File: src/conv_pkg.sv
// sizes are tied to the 16-bit memory word and the 3x3 kernel and do not scale
package conv_pkg;

	// memory word and address widths
	localparam int word_w = 16;
	localparam int addr_w = 12;
	// column index covers columns 0 to 15
	localparam int col_w = 4;

	// kernel side and majority threshold out of nine
	localparam int k_dim = 3;
	localparam int vote_min = 5;

	// input memory layout
	localparam int dims_rows_addr = 0;
	localparam int dims_cols_addr = 1;
	localparam int first_row_addr = 2;
	// kernel word in weight memory
	localparam int weight_addr = 1;

	// strobe to result bit, window stage plus two vote stages
	localparam int pipe_depth = 3;

	// k_row0 sits in the low bits, bit j is column offset j
	typedef struct packed {
		logic [word_w-3*k_dim-1:0] pad;
		logic [k_dim-1:0] k_row2;
		logic [k_dim-1:0] k_row1;
		logic [k_dim-1:0] k_row0;
	} kernel_t;

	// weight word as read from memory or as kernel rows
	typedef union packed {
		logic [word_w-1:0] raw;
		kernel_t kern;
	} weight_word_u;

	// one column position of the sweep
	typedef struct packed {
		logic valid;
		logic last;
		logic [col_w-1:0] col;
	} col_strobe_t;

	// 3x3 taps for one column, tap bit j is column col+j
	typedef struct packed {
		logic valid;
		logic last;
		logic [col_w-1:0] col;
		logic [k_dim-1:0] tap_row0;
		logic [k_dim-1:0] tap_row1;
		logic [k_dim-1:0] tap_row2;
	} window_t;

	// majority outcome for one column
	typedef struct packed {
		logic valid;
		logic last;
		logic [col_w-1:0] col;
		logic vote;
	} result_t;

endpackage
File: src/conv_top.sv
// one image per dut_run pulse, memories must return read data one cycle after the address
`timescale 1ns/1ps
module conv_top (
	input  logic                        clk,
	input  logic                        reset_b,
	input  logic                        dut_run,
	output logic                        dut_busy,
	output logic [conv_pkg::addr_w-1:0] dut_sram_read_address,
	input  logic [conv_pkg::word_w-1:0] sram_dut_read_data,
	output logic [conv_pkg::addr_w-1:0] dut_wmem_read_address,
	input  logic [conv_pkg::word_w-1:0] wmem_dut_read_data,
	output logic [conv_pkg::addr_w-1:0] dut_sram_write_address,
	output logic [conv_pkg::word_w-1:0] dut_sram_write_data,
	output logic                        dut_sram_write_enable
);
	import conv_pkg::*;

	// controller strobes
	logic weight_load;
	logic row_load;
	logic [1:0] row_slot;
	logic start;
	// datapath stages
	col_strobe_t col_strobe;
	window_t window;
	result_t result;

	conv_ctrl u_conv_ctrl (
		.clk                   (clk),
		.reset_b               (reset_b),
		.dut_run               (dut_run),
		.sram_dut_read_data    (sram_dut_read_data),
		.dut_busy              (dut_busy),
		.dut_sram_read_address (dut_sram_read_address),
		.dut_wmem_read_address (dut_wmem_read_address),
		.weight_load           (weight_load),
		.row_load              (row_load),
		.row_slot              (row_slot),
		.col_strobe            (col_strobe),
		.start                 (start)
	);

	row_window u_row_window (
		.clk                (clk),
		.reset_b            (reset_b),
		.sram_dut_read_data (sram_dut_read_data),
		.row_load           (row_load),
		.row_slot           (row_slot),
		.col_strobe         (col_strobe),
		.window             (window)
	);

	majority_vote u_majority_vote (
		.clk                (clk),
		.reset_b            (reset_b),
		.wmem_dut_read_data (wmem_dut_read_data),
		.weight_load        (weight_load),
		.window             (window),
		.result             (result)
	);

	row_packer u_row_packer (
		.clk                    (clk),
		.reset_b                (reset_b),
		.start                  (start),
		.result                 (result),
		.dut_sram_write_enable  (dut_sram_write_enable),
		.dut_sram_write_address (dut_sram_write_address),
		.dut_sram_write_data    (dut_sram_write_data)
	);

endmodule

File: src/row_packer.sv
// expects start before the first result of a run, columns never strobed stay 0
`timescale 1ns/1ps
module row_packer (
	input  logic                        clk,
	input  logic                        reset_b,
	input  logic                        start,
	input  conv_pkg::result_t           result,
	output logic                        dut_sram_write_enable,
	output logic [conv_pkg::addr_w-1:0] dut_sram_write_address,
	output logic [conv_pkg::word_w-1:0] dut_sram_write_data
);
	import conv_pkg::*;

	// word under construction
	logic [word_w-1:0] acc_word;
	logic [word_w-1:0] next_word;
	// output row, doubles as write address
	logic [addr_w-1:0] out_row;

	// merge incoming vote at its column
	assign next_word = acc_word | (word_w'(result.vote) << result.col);

	always_ff @(posedge clk) begin
		if (start) begin
			acc_word <= '0;
		end else if (result.valid) begin
			// last column flushes the word
			acc_word <= result.last ? '0 : next_word;
		end
	end

	always_ff @(posedge clk or negedge reset_b) begin
		if (!reset_b) begin
			out_row <= '0;
			dut_sram_write_enable <= 1'b0;
			dut_sram_write_address <= '0;
			dut_sram_write_data <= '0;
		end else begin
			dut_sram_write_enable <= 1'b0;
			if (start) begin
				out_row <= '0;
			end else if (result.valid && result.last) begin
				// single-cycle write of the finished row
				dut_sram_write_enable <= 1'b1;
				dut_sram_write_address <= out_row;
				dut_sram_write_data <= next_word;
				out_row <= out_row + 1'b1;
			end
		end
	end

endmodule

File: src/majority_vote.sv
// kernel must be loaded by weight_load before the first window of a run
`timescale 1ns/1ps
module majority_vote (
	input  logic                        clk,
	input  logic                        reset_b,
	input  logic [conv_pkg::word_w-1:0] wmem_dut_read_data,
	input  logic                        weight_load,
	input  conv_pkg::window_t           window,
	output conv_pkg::result_t           result
);
	import conv_pkg::*;

	weight_word_u kernel_q;
	// per-row equality with the kernel
	logic [k_dim-1:0] match0;
	logic [k_dim-1:0] match1;
	logic [k_dim-1:0] match2;
	// stage 1 registers
	logic s1_valid;
	logic s1_last;
	logic [col_w-1:0] s1_col;
	logic [k_dim-1:0][1:0] s1_cnt;
	// up to nine matches
	logic [3:0] match_sum;

	// ones in a 3-bit row
	function automatic logic [1:0] count3(input logic [k_dim-1:0] m);
		return {1'b0, m[0]} + {1'b0, m[1]} + {1'b0, m[2]};
	endfunction

	always_ff @(posedge clk) begin
		if (weight_load) begin
			kernel_q.raw <= wmem_dut_read_data;
		end
	end

	// xnor of taps against kernel
	assign match0 = ~(window.tap_row0 ^ kernel_q.kern.k_row0);
	assign match1 = ~(window.tap_row1 ^ kernel_q.kern.k_row1);
	assign match2 = ~(window.tap_row2 ^ kernel_q.kern.k_row2);

	always_ff @(posedge clk or negedge reset_b) begin
		if (!reset_b) begin
			s1_valid <= 1'b0;
			s1_last <= 1'b0;
			s1_col <= '0;
			s1_cnt <= '0;
		end else begin
			s1_valid <= window.valid;
			if (window.valid) begin
				s1_last <= window.last;
				s1_col <= window.col;
				s1_cnt[0] <= count3(match0);
				s1_cnt[1] <= count3(match1);
				s1_cnt[2] <= count3(match2);
			end
		end
	end

	assign match_sum = 4'(s1_cnt[0]) + 4'(s1_cnt[1]) + 4'(s1_cnt[2]);

	// stage 2, threshold and tag
	always_ff @(posedge clk or negedge reset_b) begin
		if (!reset_b) begin
			result <= '0;
		end else begin
			result.valid <= s1_valid;
			if (s1_valid) begin
				result.last <= s1_last;
				result.col <= s1_col;
				result.vote <= (match_sum >= 4'(vote_min));
			end
		end
	end

endmodule

File: src/row_window.sv
// strobed columns must stay within 0 to 13 so that col+2 lands inside the 16-bit row
`timescale 1ns/1ps
module row_window (
	input  logic                        clk,
	input  logic                        reset_b,
	input  logic [conv_pkg::word_w-1:0] sram_dut_read_data,
	input  logic                        row_load,
	input  logic [1:0]                  row_slot,
	input  conv_pkg::col_strobe_t       col_strobe,
	output conv_pkg::window_t           window
);
	import conv_pkg::*;

	// three image rows, top row is kernel row offset 0
	logic [word_w-1:0] row_top;
	logic [word_w-1:0] row_mid;
	logic [word_w-1:0] row_bot;

	always_ff @(posedge clk) begin
		if (row_load) begin
			case (row_slot)
				2'd0: begin
					row_top <= sram_dut_read_data;
				end
				2'd1: begin
					row_mid <= sram_dut_read_data;
				end
				2'd2: begin
					row_bot <= sram_dut_read_data;
				end
				default: begin
					// slide down one image row
					row_top <= row_mid;
					row_mid <= row_bot;
					row_bot <= sram_dut_read_data;
				end
			endcase
		end
	end

	// one window per strobe, one cycle later
	always_ff @(posedge clk or negedge reset_b) begin
		if (!reset_b) begin
			window <= '0;
		end else begin
			window.valid <= col_strobe.valid;
			if (col_strobe.valid) begin
				window.last <= col_strobe.last;
				window.col <= col_strobe.col;
				// tap bit j is image column col+j
				window.tap_row0 <= row_top[col_strobe.col +: k_dim];
				window.tap_row1 <= row_mid[col_strobe.col +: k_dim];
				window.tap_row2 <= row_bot[col_strobe.col +: k_dim];
			end
		end
	end

endmodule

File: src/conv_ctrl.sv
// one image per run, width 3 to 16 and height 3 to 4093, memories read with one cycle latency
`timescale 1ns/1ps
module conv_ctrl (
	input  logic                        clk,
	input  logic                        reset_b,
	input  logic                        dut_run,
	input  logic [conv_pkg::word_w-1:0] sram_dut_read_data,
	output logic                        dut_busy,
	output logic [conv_pkg::addr_w-1:0] dut_sram_read_address,
	output logic [conv_pkg::addr_w-1:0] dut_wmem_read_address,
	output logic                        weight_load,
	output logic                        row_load,
	output logic [1:0]                  row_slot,
	output conv_pkg::col_strobe_t       col_strobe,
	output logic                        start
);
	import conv_pkg::*;

	typedef enum logic [2:0] {
		st_idle,
		st_header,
		st_fill,
		st_sweep,
		st_advance,
		st_drain
	} state_t;

	state_t state;
	// header step, or issue and wait phase in fill and advance
	logic [1:0] step;
	logic [2:0] drain_cnt;
	// image bounds, each held as size minus 2
	logic [addr_w-1:0] rows_m2;
	logic [col_w-1:0] cols_m2;
	logic [addr_w-1:0] row_cnt;
	logic [col_w-1:0] col_cnt;
	// row read in flight, becomes row_load one cycle later
	logic rd_req;
	logic [1:0] rd_slot;
	logic [word_w-1:0] dim_m2;
	logic col_last;
	logic row_last;

	// height and width arrive as raw words
	assign dim_m2 = sram_dut_read_data - word_w'(2);

	assign col_last = (col_cnt == cols_m2 - 1'b1);
	assign row_last = (row_cnt == rows_m2 - 1'b1);

	always_ff @(posedge clk or negedge reset_b) begin
		if (!reset_b) begin
			state <= st_idle;
			step <= '0;
			drain_cnt <= '0;
			rows_m2 <= '0;
			cols_m2 <= '0;
			row_cnt <= '0;
			col_cnt <= '0;
			rd_req <= 1'b0;
			rd_slot <= '0;
			dut_busy <= 1'b0;
			dut_sram_read_address <= '0;
			dut_wmem_read_address <= '0;
			weight_load <= 1'b0;
			row_load <= 1'b0;
			row_slot <= '0;
			col_strobe <= '0;
			start <= 1'b0;
		end else begin
			// strobes default low
			start <= 1'b0;
			weight_load <= 1'b0;
			rd_req <= 1'b0;
			col_strobe <= '0;
			// read data shows up one cycle after the address
			row_load <= rd_req;
			row_slot <= rd_slot;
			case (state)
				st_idle: begin
					if (dut_run) begin
						dut_busy <= 1'b1;
						start <= 1'b1;
						step <= '0;
						dut_sram_read_address <= addr_w'(dims_rows_addr);
						state <= st_header;
					end
				end
				st_header: begin
					step <= step + 1'b1;
					case (step)
						2'd0: begin
							dut_sram_read_address <= addr_w'(dims_cols_addr);
						end
						2'd1: begin
							// height on the bus now
							rows_m2 <= dim_m2[addr_w-1:0];
							dut_wmem_read_address <= addr_w'(weight_addr);
							dut_sram_read_address <= addr_w'(first_row_addr);
							rd_req <= 1'b1;
							rd_slot <= 2'd0;
						end
						default: begin
							// width on the bus, kernel lands next cycle
							cols_m2 <= dim_m2[col_w-1:0];
							weight_load <= 1'b1;
							dut_sram_read_address <= dut_sram_read_address + 1'b1;
							rd_req <= 1'b1;
							rd_slot <= 2'd1;
							row_cnt <= '0;
							col_cnt <= '0;
							step <= '0;
							state <= st_fill;
						end
					endcase
				end
				st_fill, st_advance: begin
					step <= step + 1'b1;
					if (step == 2'd0) begin
						dut_sram_read_address <= dut_sram_read_address + 1'b1;
						rd_req <= 1'b1;
						// third fill row, or shift in the next row
						rd_slot <= (state == st_fill) ? 2'd2 : 2'd3;
					end else begin
						// row register settles before the first strobe samples it
						state <= st_sweep;
					end
				end
				st_sweep: begin
					col_strobe.valid <= 1'b1;
					col_strobe.last <= col_last;
					col_strobe.col <= col_cnt;
					col_cnt <= col_cnt + 1'b1;
					if (col_last) begin
						col_cnt <= '0;
						step <= '0;
						if (row_last) begin
							drain_cnt <= 3'(pipe_depth + 1);
							state <= st_drain;
						end else begin
							row_cnt <= row_cnt + 1'b1;
							state <= st_advance;
						end
					end
				end
				st_drain: begin
					// hold busy until the last write has gone out
					drain_cnt <= drain_cnt - 1'b1;
					if (drain_cnt == '0) begin
						dut_busy <= 1'b0;
						state <= st_idle;
					end
				end
				default: begin
					state <= st_idle;
				end
			endcase
		end
	end

endmodule

File: config.mk
export PLATFORM = sky130hd
export DESIGN_NAME = conv_top
export DESIGN_NICKNAME = d
export VERILOG_FILES = /design/src/conv_pkg.sv /design/src/conv_top.sv /design/src/row_packer.sv /design/src/majority_vote.sv /design/src/row_window.sv /design/src/conv_ctrl.sv
export SDC_FILE = /design/constraint.sdc
export NUM_CORES = 1
export LEC_CHECK = 0
export ABC_AREA = 1
export ABC_CLOCK_PERIOD_IN_PS = 8600
export BUFFER_PORTS_ARGS = -buffer_cell sky130_fd_sc_hd__buf_2
export CAP_MARGIN = 20
export CORE_ASPECT_RATIO = 0.9
export CORE_UTILIZATION = 45
export DETAILED_ROUTE_END_ITERATION = 6
export HOLD_SLACK_MARGIN = 0.08
export SYNTH_ARGS = -nofsm -noshare
export SYNTH_HDL_FRONTEND = slang
export SYNTH_SLANG_ARGS = --single-unit
File: constraint.sdc
create_clock -name clk -period 8.6 [get_ports clk]
set_clock_uncertainty 0.2 [all_clocks]
set_input_delay 2.58 -clock clk [delete_from_list [all_inputs] [get_ports clk]]
set_output_delay 2.58 -clock clk [all_outputs]
set_load 0.01 [all_outputs]
==> results_dict.tcl <==
set metrics [dict create \
    status "completed" \
    crit_chain "buf_2" \
    cpMaxStageDelayCell "dfrtp_1" \
    pwr-share-seq_pct 39.5 \
    switching_share_pct 37.7 \
    routed_via_density 5.12 \
    multi_input_area_um2 4620 \
    netlist_area_um2 11000 \
    die_h_um 150 \
    ys_seq_elements 216 \
    fin_hold_ws_ns 0.149 \
    syn-instance-count 1288 \
    drc 0 \
    design_area_um2 12400 \
    cts-root-buf "clkbuf_16" \
    final.setup.tns_ns 0 \
    crit_start "u_conv_ctrl.dut_sram_read_address[0]" \
    combPwrFrac_pct 32.6 \
    rsz0062_at_grt "false" \
    track_usage_pct 20.4 \
    vdd_drop_max_v 0.000148 \
    core_um2 23700 \
    relSlewSlack_pct 39.1 \
    hold_viol_final 0 \
    fill_cells 2190 \
    slowest_delay_ns 0.47 \
    routed_wl_mm 24.5 \
    dr.pass1.iters 5 \
    cp-end-kind "primary output" \
    r2r-end "u_row_window.window[3]" \
    clock_power_share_pct 27.9 \
    synthDistinctLibCells 55 \
    grt-ovfl-total 0 \
    synthFlopType "dfrtp_1" \
    cts_buffer_depth 3 \
    grt_antenna_before_repair 0 \
    drive_above_1_share_pct 11.8 \
    hold_path_class "register to register" \
    hpwl_mm 16.8 \
    critPathMaxFanout 8 \
    clkTransAtPathRegs_ns 0.06 \
    cts_tree "yes" \
    start_kind "register" \
    cts_made_buffers 25 \
    cts_resized 0 \
    wire_per_inst_um 14.7 \
    synthTopCellsByArea "dfrtp_1 (33%), edfxtp_1 (16%), nand2_1 (10%), o21ai_0 (6.0%), nor2_1 (4.4%)" \
    layout.nets 1400 \
    drt_iter0_drc 740 \
    cap_violations 0 \
    p_per_area_nw_per_um2 321 \
    grt_max_degree 78 \
    fmax_ghz 0.253 \
    intPower_mw 2.47 \
    ios 89 \
    rr_startpoint "u_conv_ctrl.col_strobe[0]" \
    worstSetupPathDepth 1 \
    place_ws_ns 4.31 \
    fin_crit_ns 3.95 \
    critical_path_required_ns 5.82 \
    start_util_pct 46.4 \
    path_class "register to primary output" \
    synth_top_cell_by_area "dfrtp_1" \
    dieArea_um2 25000 \
    clk_latency_ns 0.53 \
    htreeDepth 1 \
    dpl-instance-area_um2 11500 \
    rr_worst_depth 8 \
    hold_buffers 0 \
    arrival_ns 1.17 \
    synth_async_sr_flop_share_pct 66.2 \
    ys_seq_area_share_pct 51.1 \
    synth_edf_count 57 \
    cp_top_family "flip-flops" \
    portBuffers 70 \
    setup_viol 0 \
    clkSinkCount 216 \
    critical_path.endpoint "dut_sram_read_address[0]" \
    postCtsSetupRepairBufs 0 \
    area_delta_synth_final_pct 12.7 \
    critPathBufInv 1 \
    synth_top_area_share_pct 32.6 \
    row_count 53 \
    grt_pass1_wl_mm 41.6 \
    grt_pass1_vias 8081 \
    vias 8513 \
    fp.dieW_um 167 \
    finalCoreUtilization_pct 52.3 \
    leakage_nw 5.51 \
    synth_area_per_cell_um2 8.53 \
    fin_ws_ns 4.65 \
    drv_slew 0 \
    power.switching_mw 1.50 \
    gp_congestion 0.827 \
    worstMarginPinSlew_ns 0.911 \
    register_area_um2 5610 \
    r2r_slack_ns 5.58 \
    yosysWarnings 0 \
    final_antenna_net_count 0 \
    period_share_pct 45.9 \
]
[metal layers]
metal / vias to the layer above / track usage (%) / share of wire (%)
met2: 194 / 30.5 / 41
li1: 4341 / - / -
met5: - / 0 / 0
met1: 3947 / 30.9 / 52
met3: 31 / 3.29 / 5.4
met4: 0 / 4.54 / 1.7
[worst min-delay path by stage]
stage,startpoint,to,slack [ns],cells past startpoint
floorplan,u_conv_ctrl.rd_req,u_conv_ctrl.row_load,0.13,0
global placement,u_conv_ctrl.rd_req,u_conv_ctrl.row_load,0.14,0
detailed placement,u_conv_ctrl.rd_req,u_conv_ctrl.row_load,0.14,0
CTS,u_conv_ctrl.rd_req,u_conv_ctrl.row_load,0.15,0
global route,u_conv_ctrl.rd_req,u_conv_ctrl.row_load,0.15,0
finish,u_conv_ctrl.rd_req,u_conv_ctrl.row_load,0.15,0
[cell type report]
type                       instances  share of cell area [%]
tap                              302                    3.05
sequential                       216                    45.3
inverter                         132                    4.03
antenna                            1                  0.0202
clock buffer                      31                    5.40
multi-input combinational        889                    37.3
clock inverter                    15                    1.52
timing repair buffer              77                    3.31
[logic make-up (layout without fill, tap and decap cells)]
| kind of cell | count (synthesis) | in the layout | synth area share [%] |
|---|---|---|---|
| xor+xnor | 46 | 46 | 3.67 |
| other cells | 1 | 12 | 0.0341 |
| mux | 12 | 12 | 1.17 |
| compound gates | 238 | 238 | 12.2 |
| buf+inv | 193 | 255 | 7.32 |
| fa+ha+maj | 24 | 24 | 3.07 |
| flops | 216 | 216 | 51.1 |
| simple gates | 558 | 558 | 21.5 |
[synth_stat cells (2+ instances only)]
cell and number:
a21oi_1 38, a22oi_1 2, a31oi_1 12, a32o_1 2, buf_1 2, buf_2 9
buf_4 11, buf_6 3, clkbuf_1 35, clkinv_1 4, dfrtp_1 143, dfxtp_1 16
edfxtp_1 57, fa_1 5, ha_1 19, inv_1 122, inv_2 4, mux2_2 7
mux2i_1 5, nand2_1 299, nand2_2 5, nand3_1 53, nand3_2 3, nand3b_1 3
nand4_1 17, nor2_1 128, nor2_2 8, nor2_4 2, nor3_1 31, nor4_1 2
o211ai_1 10, o21ai_0 132, o21ai_1 11, o21bai_1 10, o22ai_1 8, o311ai_0 2
o31ai_1 2, o32ai_1 3, or2_2 3, xnor2_1 24, xor2_1 22
[layout by cell type, fill, tap and decap left out, drive strengths merged, types with 3 or more instances in the layout]
cell	instances
nand4	17
conb	11
nand3b	3
a21oi	38
nand3	57
o21ai	144
dfxtp	16
o22ai	8
o211ai	10
mux2	7
clkinv	12
fa	5
a31oi	12
nand2	305
xor2	22
ha	19
o21bai	10
mux2i	5
inv	129
bufinv	4
edfxtp	57
nor2	138
dfrtp	143
xnor2	24
buf	77
nor3	32
or2	3
clkbuf	31
o32ai	3
[registers in the layout, indices dropped and copies added (netlist names), 2 cells and up]
register                             count
u_majority_vote.s1_col                   4
u_majority_vote.result                   7
u_row_window.row_top                    16
u_conv_ctrl.col_strobe                   6
u_row_window.row_bot                    16
u_row_window.row_mid                    16
u_conv_ctrl.col_cnt                      4
u_conv_ctrl.drain_cnt                    3
u_conv_ctrl.dut_sram_read_address       12
u_row_packer.acc_word                   16
u_row_packer.dut_sram_write_data        16
u_majority_vote.kernel_q                 9
u_row_packer.dut_sram_write_address     12
u_conv_ctrl.row_cnt                     12
u_conv_ctrl.rows_m2                     12
u_row_packer.out_row                    12
u_conv_ctrl.rd_slot                      2
u_conv_ctrl.row_slot                     2
u_row_window.window                     15
u_conv_ctrl.step                         2
u_conv_ctrl.cols_m2                      4
u_majority_vote.s1_cnt                   6
u_conv_ctrl.state                        3
[power by group through the flow]
stage          Combinational, mW  Sequential, mW  Clock, mW
2_1_floorplan               1.04            1.51          0
3_3_place_gp                1.28            1.58          0
3_5_place_dp                1.30            1.59          0
4_1_cts                     1.31            1.57       1.13
5_1_grt                     1.51            1.61       1.18
6_report                    1.30            1.57       1.11
[worst reg2reg max path, delay by kind of cell (launching register included)]
kind            cells  cell delay, ns
compound gates      4            0.98
buf+inv             2            1.24
simple gates        2            0.18
flops               1            0.32
[through the flow]
step	std cells	total power [mW]
2_1_floorplan	1298	2.55
3_3_place_gp	1616	2.86
3_5_place_dp	1616	2.89
4_1_cts	1662	4.01
5_1_grt	1662	4.29
6_report	1663	3.97
Power figures use the tool's default switching activity.
